--- config.mk ---
export PLATFORM = sky130hd
export DESIGN_NAME = hyperbus_wishbone
export DESIGN_NICKNAME = d
export VERILOG_FILES = /design/src/hw/hbus_pkg.sv /design/src/hw/hbus_wb_decode.sv /design/src/hw/hbus_beat_sequencer.sv /design/src/hw/hbus_wb_response.sv /design/src/hw/hyperbus_wishbone.sv
export VERILOG_INCLUDE_DIRS = /design/src /design/src/hw
export SDC_FILE = /design/constraint.sdc
export NUM_CORES = 1
export LEC_CHECK = 0
export BUFFER_PORTS_ARGS = -buffer_cell sky130_fd_sc_hd__buf_2
export CORE_ASPECT_RATIO = 0.75
export CORE_MARGIN = 4
export CORE_UTILIZATION = 55
export CTS_CLUSTER_DIAMETER = 150
export DETAILED_ROUTE_END_ITERATION = 10
export PLACE_DENSITY = 0.86
export SETUP_SLACK_MARGIN = 0.05
export SYNTH_ARGS = -nofsm -noshare
export SYNTH_HDL_FRONTEND = slang
export SYNTH_SLANG_ARGS = --single-unit
--- constraint.sdc ---
create_clock -name wb_clk -period 7.7 [get_ports wb_clk]
set_clock_uncertainty 0.15 [all_clocks]
set_input_delay 0.385 -clock wb_clk [delete_from_list [all_inputs] [get_ports wb_clk]]
set_output_delay 0.385 -clock wb_clk [all_outputs]
set_load 0.03 [all_outputs]
--- src/hw/hbus_params.svh ---
`ifndef HBUS_PARAMS_SVH
`define HBUS_PARAMS_SVH

// Wishbone side widths
`define HBUS_WB_DW 32
`define HBUS_WB_AW 32

// HyperBus side widths, address counts halfwords
`define HBUS_AW 32
`define HBUS_DW 16

// Mapped window, base in bytes and size in 32-bit words
`define HBUS_WIN_BASE 32'h0000_0000
`define HBUS_WIN_WORDS 256

`endif

--- src/hw/hbus_pkg.sv ---
`include "hbus_params.svh"

package hbus_pkg;

  // One Wishbone data word
  typedef logic [`HBUS_WB_DW-1:0] word_t;

  // Command handed from decode to the beat sequencer
  typedef struct packed {
    logic               we;
    logic [`HBUS_AW-1:0] word_adr;
    word_t              wdata;
  } hbus_cmd_t;

  // Which Wishbone response line ends the cycle
  typedef enum logic [1:0] {
    RESP_ACK = 2'd0,
    RESP_ERR = 2'd1,
    RESP_RTY = 2'd2
  } hbus_status_e;

  // Registered response, status plus read word
  typedef struct packed {
    hbus_status_e status;
    word_t        rdata;
  } hbus_result_t;

endpackage

--- src/hw/hbus_wb_decode.sv ---
`include "hbus_params.svh"

module hbus_wb_decode (
  input  logic                        wb_clk,
  input  logic                        wb_rst,
  input  logic                        wb_cyc_i,
  input  logic                        wb_stb_i,
  input  logic                        wb_we_i,
  input  logic [`HBUS_WB_DW/8-1:0]    wb_sel_i,
  input  logic [`HBUS_WB_AW-1:0]      wb_adr_i,
  input  logic [`HBUS_WB_DW-1:0]      wb_dat_i,
  input  logic                        hbus_busy_i,
  input  logic                        resp_pulse_i,
  output hbus_pkg::hbus_cmd_t         cmd_o,
  output logic                        cmd_valid_o,
  output logic                        fault_valid_o,
  output hbus_pkg::hbus_status_e      fault_o
);

  logic                   armed_q;
  logic                   accept;
  logic [`HBUS_WB_AW-1:0] offset;
  logic                   in_window;
  logic                   bad_sel;
  logic                   is_fault;

  assign accept = armed_q & wb_cyc_i & wb_stb_i;

  // Addresses below the base wrap to a large offset and fall outside too
  assign offset    = wb_adr_i - `HBUS_WIN_BASE;
  assign in_window = offset[`HBUS_WB_AW-1:2] < `HBUS_WIN_WORDS;

  // No byte mask on HyperBus, so partial writes are refused
  assign bad_sel  = wb_we_i & ~(&wb_sel_i);
  assign is_fault = ~in_window | bad_sel | hbus_busy_i;

  always_ff @(posedge wb_clk) begin
    if (wb_rst) begin
      armed_q       <= 1'b1;
      cmd_valid_o   <= 1'b0;
      fault_valid_o <= 1'b0;
    end else begin
      cmd_valid_o   <= accept & ~is_fault;
      fault_valid_o <= accept & is_fault;
      // Stay deaf to stb until the response has gone out
      if (accept) begin
        armed_q <= 1'b0;
      end else if (resp_pulse_i) begin
        armed_q <= 1'b1;
      end
    end
  end

  always_ff @(posedge wb_clk) begin
    if (accept) begin
      // Window and sel faults win over busy
      if (~in_window | bad_sel) begin
        fault_o <= hbus_pkg::RESP_ERR;
      end else begin
        fault_o <= hbus_pkg::RESP_RTY;
      end
      cmd_o.we       <= wb_we_i;
      cmd_o.word_adr <= `HBUS_AW'(offset[`HBUS_WB_AW-1:2]);
      cmd_o.wdata    <= wb_dat_i;
    end
  end

endmodule

--- src/hw/hbus_beat_sequencer.sv ---
`include "hbus_params.svh"

module hbus_beat_sequencer (
  input  logic                     wb_clk,
  input  logic                     wb_rst,
  input  hbus_pkg::hbus_cmd_t      cmd_i,
  input  logic                     cmd_valid_i,
  input  logic                     hbus_ready_i,
  input  logic                     hbus_valid_i,
  input  logic [`HBUS_DW-1:0]      hbus_dat_i,
  output logic [`HBUS_AW-1:0]      hbus_adr_o,
  output logic [`HBUS_DW-1:0]      hbus_dat_o,
  output logic                     hbus_rrq_o,
  output logic                     hbus_wrq_o,
  output logic                     done_o,
  output hbus_pkg::word_t          rdata_o
);

  // One-hot state encoding
  localparam logic [3:0] ST_IDLE   = 4'b0001;
  localparam logic [3:0] ST_REQ    = 4'b0010;
  localparam logic [3:0] ST_AWAIT  = 4'b0100;
  localparam logic [3:0] ST_FINISH = 4'b1000;

  logic [3:0]          state_q;
  logic                beat_q;
  hbus_pkg::hbus_cmd_t cmd_q;
  hbus_pkg::word_t     rdata_q;
  logic                req_active;
  logic                read_done;

  assign req_active = (state_q == ST_REQ);
  assign read_done  = (state_q == ST_AWAIT) & hbus_valid_i;

  assign hbus_rrq_o = req_active & ~cmd_q.we;
  assign hbus_wrq_o = req_active & cmd_q.we;

  // Beat 0 at twice the word index, beat 1 at the halfword after
  assign hbus_adr_o = {cmd_q.word_adr[`HBUS_AW-2:0], beat_q};
  assign hbus_dat_o = beat_q ? cmd_q.wdata[2*`HBUS_DW-1:`HBUS_DW]
                             : cmd_q.wdata[`HBUS_DW-1:0];

  assign done_o  = (state_q == ST_FINISH);
  assign rdata_o = rdata_q;

  always_ff @(posedge wb_clk) begin
    if (wb_rst) begin
      state_q <= ST_IDLE;
      beat_q  <= 1'b0;
    end else begin
      case (state_q)
        ST_IDLE: begin
          beat_q <= 1'b0;
          if (cmd_valid_i) begin
            state_q <= ST_REQ;
          end
        end
        ST_REQ: begin
          if (hbus_ready_i) begin
            if (!cmd_q.we) begin
              state_q <= ST_AWAIT;
            end else if (beat_q) begin
              state_q <= ST_FINISH;
            end else begin
              beat_q <= 1'b1;
            end
          end
        end
        ST_AWAIT: begin
          // Read beat ends when the device returns the halfword
          if (hbus_valid_i) begin
            if (beat_q) begin
              state_q <= ST_FINISH;
            end else begin
              beat_q  <= 1'b1;
              state_q <= ST_REQ;
            end
          end
        end
        ST_FINISH: begin
          state_q <= ST_IDLE;
        end
        default: begin
          state_q <= ST_IDLE;
        end
      endcase
    end
  end

  // Command is held for the whole exchange
  always_ff @(posedge wb_clk) begin
    if (cmd_valid_i && state_q == ST_IDLE) begin
      cmd_q <= cmd_i;
    end
  end

  // Gather read halves with the low half first
  always_ff @(posedge wb_clk) begin
    if (read_done) begin
      if (beat_q) begin
        rdata_q[2*`HBUS_DW-1:`HBUS_DW] <= hbus_dat_i;
      end else begin
        rdata_q[`HBUS_DW-1:0] <= hbus_dat_i;
      end
    end
  end

endmodule

--- src/hw/hbus_wb_response.sv ---
`include "hbus_params.svh"

module hbus_wb_response (
  input  logic                     wb_clk,
  input  logic                     wb_rst,
  input  logic                     done_i,
  input  hbus_pkg::word_t          rdata_i,
  input  logic                     fault_valid_i,
  input  hbus_pkg::hbus_status_e   fault_i,
  output logic [`HBUS_WB_DW-1:0]   wb_dat_o,
  output logic                     wb_ack_o,
  output logic                     wb_err_o,
  output logic                     wb_rty_o,
  output logic                     resp_pulse_o
);

  hbus_pkg::hbus_result_t result_q;
  logic                   resp_q;

  always_ff @(posedge wb_clk) begin
    if (wb_rst) begin
      resp_q <= 1'b0;
    end else begin
      resp_q <= done_i | fault_valid_i;
    end
  end

  // Read word only moves on completion, a fault keeps the last one
  always_ff @(posedge wb_clk) begin
    if (done_i) begin
      result_q.status <= hbus_pkg::RESP_ACK;
      result_q.rdata  <= rdata_i;
    end else if (fault_valid_i) begin
      result_q.status <= fault_i;
    end
  end

  assign wb_ack_o = resp_q & (result_q.status == hbus_pkg::RESP_ACK);
  assign wb_err_o = resp_q & (result_q.status == hbus_pkg::RESP_ERR);
  assign wb_rty_o = resp_q & (result_q.status == hbus_pkg::RESP_RTY);

  assign wb_dat_o     = result_q.rdata;
  assign resp_pulse_o = resp_q;

endmodule

--- src/hw/hyperbus_wishbone.sv ---
`include "hbus_params.svh"

module hyperbus_wishbone (
  input  logic                        wb_clk,
  input  logic                        wb_rst,

  // Wishbone classic slave
  input  logic                        wb_cyc_i,
  input  logic                        wb_stb_i,
  input  logic                        wb_we_i,
  input  logic [`HBUS_WB_DW/8-1:0]    wb_sel_i,
  input  logic [`HBUS_WB_AW-1:0]      wb_adr_i,
  input  logic [`HBUS_WB_DW-1:0]      wb_dat_i,
  output logic [`HBUS_WB_DW-1:0]      wb_dat_o,
  output logic                        wb_ack_o,
  output logic                        wb_err_o,
  output logic                        wb_rty_o,

  // HyperBus controller port
  output logic [`HBUS_AW-1:0]         hbus_adr_o,
  output logic [`HBUS_DW-1:0]         hbus_dat_o,
  output logic                        hbus_rrq,
  output logic                        hbus_wrq,
  input  logic [`HBUS_DW-1:0]         hbus_dat_i,
  input  logic                        hbus_ready,
  input  logic                        hbus_valid,
  input  logic                        hbus_busy
);

  hbus_pkg::hbus_cmd_t    cmd;
  logic                   cmd_valid;
  logic                   fault_valid;
  hbus_pkg::hbus_status_e fault;
  logic                   done;
  hbus_pkg::word_t        rdata;
  logic                   resp_pulse;

  hbus_wb_decode u_decode (
    .wb_clk        (wb_clk),
    .wb_rst        (wb_rst),
    .wb_cyc_i      (wb_cyc_i),
    .wb_stb_i      (wb_stb_i),
    .wb_we_i       (wb_we_i),
    .wb_sel_i      (wb_sel_i),
    .wb_adr_i      (wb_adr_i),
    .wb_dat_i      (wb_dat_i),
    .hbus_busy_i   (hbus_busy),
    .resp_pulse_i  (resp_pulse),
    .cmd_o         (cmd),
    .cmd_valid_o   (cmd_valid),
    .fault_valid_o (fault_valid),
    .fault_o       (fault)
  );

  hbus_beat_sequencer u_sequencer (
    .wb_clk       (wb_clk),
    .wb_rst       (wb_rst),
    .cmd_i        (cmd),
    .cmd_valid_i  (cmd_valid),
    .hbus_ready_i (hbus_ready),
    .hbus_valid_i (hbus_valid),
    .hbus_dat_i   (hbus_dat_i),
    .hbus_adr_o   (hbus_adr_o),
    .hbus_dat_o   (hbus_dat_o),
    .hbus_rrq_o   (hbus_rrq),
    .hbus_wrq_o   (hbus_wrq),
    .done_o       (done),
    .rdata_o      (rdata)
  );

  hbus_wb_response u_response (
    .wb_clk        (wb_clk),
    .wb_rst        (wb_rst),
    .done_i        (done),
    .rdata_i       (rdata),
    .fault_valid_i (fault_valid),
    .fault_i       (fault),
    .wb_dat_o      (wb_dat_o),
    .wb_ack_o      (wb_ack_o),
    .wb_err_o      (wb_err_o),
    .wb_rty_o      (wb_rty_o),
    .resp_pulse_o  (resp_pulse)
  );

endmodule

# Word-level counts from Yosys, hierarchy flattened
# Index checks and enable logic that the tools add are counted.
[classes]
eq_ne = 11
reduce_logical = 9
n_mux = 15
magnitude_cmp = 1
bitwise = 19
[op_table]
columns = ["cell", "count"]
rows = [
  ["30-bit by 9-bit less-than comparator with 1-bit output, second input constant", 1],
  ["4-bit two-way mux", 6],
  ["16-bit two-way mux", 1],
  ["4-bit case mux with 3 select lines", 1],
  ["4-bit AND reduction", 3],
  ["1-bit bitwise AND", 11],
  ["2-bit != test, second input constant", 3],
  ["1-bit two-way mux", 5],
  ["1-bit NOT", 5],
  ["4-bit by 1-bit == test with 1-bit output, second input constant", 1],
  ["4-bit by 2-bit == test with 1-bit output, second input constant", 1],
  ["4-bit by 3-bit == test with 1-bit output, second input constant", 1],
  ["4-bit == test, second input constant", 1],
  ["2-bit AND reduction", 2],
  ["3-bit by 2-bit != test with 1-bit output, second input constant", 1],
  ["1-bit bitwise OR", 3],
  ["1-bit case mux with 3 select lines", 1],
  ["3-bit nonzero test", 1],
  ["2-bit by 1-bit == test with 1-bit output, second input constant", 1],
  ["2-bit == test, second input constant", 1],
  ["2-bit zero test", 1],
  ["2-bit two-way mux", 1],
  ["2-bit by 1-bit != test with 1-bit output, second input constant", 1],
  ["2-bit nonzero test", 1],
  ["1-bit logical AND", 1],
]
[word_totals]
regBits = 203
wordCells = 72
input_bits = 92
out_inout_bits = 85

# Longest topological paths before layout
[logic_depth]
depth_word = 7
depth_mapped = 4
mapped_depth_nobuf = 4

# Cells and area by module
# Synthesis repeated with hierarchy kept, for this count alone.
[hier_totals]
hier_cells = 359
area_unflattened_um2 = 7163.1
[by_module_without_submodules]
columns = ["mod", "area_per_inst_um2", "seq_area_each_um2", "cells_per_inst", "instances"]
rows = [
  ["hbus_beat_sequencer", 3684.8, 2982.9, 191, 1],
  ["hbus_wb_decode", 2158.3, 2011.9, 91, 1],
  ["hbus_wb_response", 1320.0, 1021.0, 77, 1],
]

# Worst setup path before layout
# No wires, ideal clock.
[synth_path]
path_type = "flip-flop to flip-flop"
from = "register u_sequencer.state_q[3]"
to = "register u_response.result_q (netlist bit u_response.wb_dat_o[0]) (enable)"
required_ns = 7.027
n_path_buf = 0
stages_incl_launch_ff = 2
period_less_slack_ns = 4.667
slack_ns = 3.033
arrival_ns = 3.994
setup_ns = 0.523
path_cell_list = "dfxtp_1 -> nor4b_1"
[synth_between]
elab_chain_cells = 1
[synth_lines]
columns = ["item", "line", "text"]
rows = [
  ["from (decl)", "hbus_beat_sequencer.sv:25", "logic [3:0] state_q;"],
  ["from (signal assigned)", "hbus_beat_sequencer.sv:48", "state_q <= ST_IDLE;"],
  ["from (signal assigned)", "hbus_beat_sequencer.sv:55", "state_q <= ST_REQ;"],
  ["from (signal assigned)", "hbus_beat_sequencer.sv:61", "state_q <= ST_AWAIT;"],
  ["4-bit == test", "hbus_beat_sequencer.sv:43", "assign done_o = (state_q == ST_FINISH);"],
  ["to (decl)", "hbus_wb_response.sv:17", "hbus_pkg::hbus_result_t result_q;"],
]
# Every way passes these cells.
# A chain may end at the register's enable or synchronous reset.

# Final worst setup path
[layout_path]
from = "register u_sequencer.beat_q"
to = "output port hbus_dat_o[12]"
[layout_between]
elab_chain_cells = 1
[layout_lines]
columns = ["item", "line", "text"]
rows = [
  ["from (decl)", "hbus_beat_sequencer.sv:26", "logic beat_q;"],
  ["from (signal assigned)", "hbus_beat_sequencer.sv:49", "beat_q <= 1'b0;"],
  ["from (signal assigned)", "hbus_beat_sequencer.sv:53", "beat_q <= 1'b0;"],
  ["from (signal assigned)", "hbus_beat_sequencer.sv:65", "beat_q <= 1'b1;"],
  ["16-bit two-way mux", "hbus_beat_sequencer.sv:40", "assign hbus_dat_o = beat_q ? cmd_q.wdata[2*`HBUS_DW-1:`HBUS_DW]"],
  ["to (decl)", "hyperbus_wishbone.sv:21", "output logic [`HBUS_DW-1:0] hbus_dat_o,"],
]
# Every way passes these cells.

==> summary by stage <==
Status
The flow ran to the end, and the final reports show no timing, DRC or antenna violations.

STA
The accumulated negative setup slack is 0 ns. The smallest clock period supported by the final layout is computed as 2.59 ns. The headroom to the max-slew limit is 0.349. The highest clock rate is 386 MHz.

The final max-slew violation count is 0. Final hold analysis gives a worst-case slack of 0.0220 ns. Setup violations remaining at the end of the flow were counted as 0.

The final setup slack of the worst path is 5.11 ns. The post-route fraction of the period consumed by the critical path is 0.336. The actual slew at the worst max-slew pin is 0.976 ns. Setup repair after global routing left no endpoint under its margin. The total count of hold-check failures in the final report is 0.

Synthesis
Of all flip-flops after synthesis, the portion carrying an async set or reset was 0. The number of distinct library cell variants in the gate-level netlist after synthesis is 37. Yosys printed 0 warnings. The commonest register cell after synthesis is sky130_fd_sc_hd__edfxtp_1. By instance count, the leading cell after synthesis is sky130_fd_sc_hd__edfxtp_1.

The cell area that synthesis handed to floorplanning was 7080 µm². The cell taking the most area after synthesis is sky130_fd_sc_hd__edfxtp_1. After synthesis, the most frequently instantiated cells are sky130_fd_sc_hd__edfxtp_1 (192), sky130_fd_sc_hd__buf_4 (64), sky130_fd_sc_hd__mux2_2 (17), sky130_fd_sc_hd__nor2_1 (13), sky130_fd_sc_hd__dfxtp_1 (11). After synthesis the netlist holds a flip-flop and latch count of 203. A synthesized cell averages 20.1 µm².

The share of synthesized area in the top cell type comes to 0.815. The fraction of the yosys area taken by sequential cells is 0.846. The number of instances in the synthesized netlist is 352.

The number of flops mapped to enable cells by yosys is 192. The post-synth net total is 444. In the post-synthesis netlist, the biggest area contributors are sky130_fd_sc_hd__edfxtp_1 (81%), sky130_fd_sc_hd__buf_4 (6.8%), sky130_fd_sc_hd__dfxtp_1 (3.1%), sky130_fd_sc_hd__mux2_2 (2.7%), sky130_fd_sc_hd__nor2_1 (0.69%).

Clock network
The clock transition at the registers of the reported paths is 0.06 ns. The clock reaches the later pin of the worst-skew pair after 0.47 ns. The count of cells resized by post-cts repair is 0. The largest buffer count on any clock path is 3. TritonCTS built the clock tree. The cell sitting at the root of the clock tree is a sky130_fd_sc_hd__clkbuf_16. Counting the buffers created by CTS gives 19. The total number of clock tree sinks is 203. CTS built an H-tree with a depth of 1.

Floorplanning
Row generation in the floorplan step produced 35 rows. The floorplan die area is 14,800 µm². The initial core utilization is 0.569. From left edge to right edge, the die measures 139 µm. The I/O pin total is 177. The die is 106 µm tall. The core region area is 12,400 µm².

Route
In the routed design, unresolved DRC markers number 0. The number of DRC markers in iteration 0 is 187. The final layout contains routed wiring with a total length of 13,500 µm. The iteration count of the initial detailed-routing pass is 5. Dividing the detail-routed via count by the number of cells gives 4.91. The average wire per cell in the routed design is 18.2 µm. The final antenna-violating net count is 0.

The total via count in the routed design is 3,641.

Worst setup path
The worst setup path is captured at an output pin. The biggest cell delay along the critical path is 0.96 ns. The data required time at the worst endpoint is 7.16 ns. The arrival time of data at the critical path endpoint is 2.05 ns. The sort of element at the start of the critical path is a flop. Among all stages on the critical path, the largest delay is contributed by sky130_fd_sc_hd__dfxtp_1. Traced cell by cell, the critical path runs through mux2_2 -> buf_2. The critical path class is flop to output pin.

The buffers plus inverters on the worst setup path is 1. Of all nets on the critical path, the largest fanout is 22. The largest delay contributor family on the critical path is flip-flops.

Power
The leakage power total is 0.00338 µW. IR analysis of the VDD net gives a maximum drop of 0.000253 V. Dividing total power by cell area gives a power density of 239 nW/µm².

Finish
The relative area change from synthesis to final layout is 28.0%. In the final design database the tool counted 655 nets. The filler-free cell count of the finished design is 742. The share of final-layout standard cells stronger than drive strength 1 is 0.393.

The final core utilization is 0.728.

GRT
The number of global-route vias before repair is 3,990. Entering global routing, the biggest net connects 64 pins. The initial antenna violation count is 0.

The first global-routing pass estimated 21,100 µm of wire. In the global route stage, overall resource usage came out at 0.184. Summed over all layers, the global routing overflow is 0.

Placed design
Port buffering added 173 buffers. Detailed placement ended at an HPWL of 7860 µm. Routability-driven placement finished with a final weighted congestion of 0.753. The worst slack at placement is 5.58 ns. In this run, placement finished with an instance count of 629.

Flow run
The max-capacitance violation count is 0.

Hold path
The class of the tightest hold or removal check is primary input to flop.
## power breakdown
group / internal (µW) / switching [µW] / total [µW]
Clock: 487 / 367 / 854
Combinational: 47.3 / 33.5 / 80.8
Sequential: 1220 / 7.73 / 1230
Total: 1760 / 409 / 2170
## kinds of logic (layout without fill, tap and decap cells)
| family | after synthesis | count (layout) | synth area share |
|---|---|---|---|
| flip-flops | 203 | 203 | 0.846 |
| buffers and inverters | 72 | 295 | 0.0723 |
| AND/OR/NAND/NOR | 44 | 44 | 0.0355 |
| multiplexers | 19 | 19 | 0.0299 |
| AO/OA/AOI/OAI | 13 | 13 | 0.0157 |
| other | 1 | 2 | 0.000530 |
## per-layer routing
metal,share of wire,global-route usage,vias up
li1,-,-,1696
met1,0.36,0.209,1733
met2,0.54,0.337,169
met3,0.067,0.0432,43
met4,0.039,0.0754,0
met5,0,0,-
## layout by cell type (no fill, tap or decap), types with 5 or more instances in the layout
cell | netlist | final
sky130_fd_sc_hd__edfxtp_1 | 192 | 192
sky130_fd_sc_hd__buf_2 | 1 | 173
sky130_fd_sc_hd__dlygate4sd3_1 | 0 | 79
sky130_fd_sc_hd__clkbuf_16 | 0 | 19
sky130_fd_sc_hd__mux2_2 | 17 | 17
sky130_fd_sc_hd__nor2_1 | 13 | 13
sky130_fd_sc_hd__dfxtp_1 | 11 | 11
sky130_fd_sc_hd__nand3_1 | 5 | 5
sky130_fd_sc_hd__clkbuf_1 | 1 | 5
sky130_fd_sc_hd__buf_4 | 64 | 5
## through the flow
stage                     cell area (µm²)  power [µW]
after detailed placement             7700        1300
after global routing                 9050        2250
after floorplan                      7080        1270
after CTS                            9050        2170
after global placement               7700        1300
final                                9050        2170
## state kept, by name, summed over array words and instances (netlist names)
name	count
u_response.wb_dat_o	32
u_decode.armed_q	1
u_decode.fault_o	2
u_decode.fault_valid_o	1
u_response.resp_pulse_o	1
u_sequencer.beat_q	1
u_sequencer.rdata_o	32
u_sequencer.state_q	4
u_decode.cmd_o	63
u_sequencer.hbus_adr_o	30
u_response.result_q	2
u_decode.cmd_valid_o	1
u_sequencer.cmd_q	33
## area by class of cell
| class | instances | area [µm²] |
|---|---|---|
| sequential | 203 | 5990 |
| fill | 759 | 3380 |
| timing repair buffer | 257 | 1690 |
| multi-input combinational | 77 | 586 |
| clock buffer | 24 | 494 |
| tap | 166 | 208 |
| clock inverter | 9 | 65.1 |
| inverter | 5 | 18.8 |
| antenna | 1 | 2.50 |
## repair_timing
item / in CTS / in global routing
buffers inserted: 0 / 0
hold endpoints to repair: 95 / 0
hold buffers: 79 / 0
## worst paths after layout
kind                     startpoint                endpoint  slack, ns  cells past startpoint
max              u_sequencer.beat_q          hbus_dat_o[12]       5.11                      2
min                         wb_we_i      u_decode.cmd_o[64]       0.02                      1
max reg2reg  u_sequencer.state_q[1]   u_sequencer.cmd_q[30]       5.53                      5
min reg2reg  u_sequencer.rdata_o[8]  u_response.wb_dat_o[8]       0.27                      0
No activity file was read; power rests on OpenSTA's default activity.
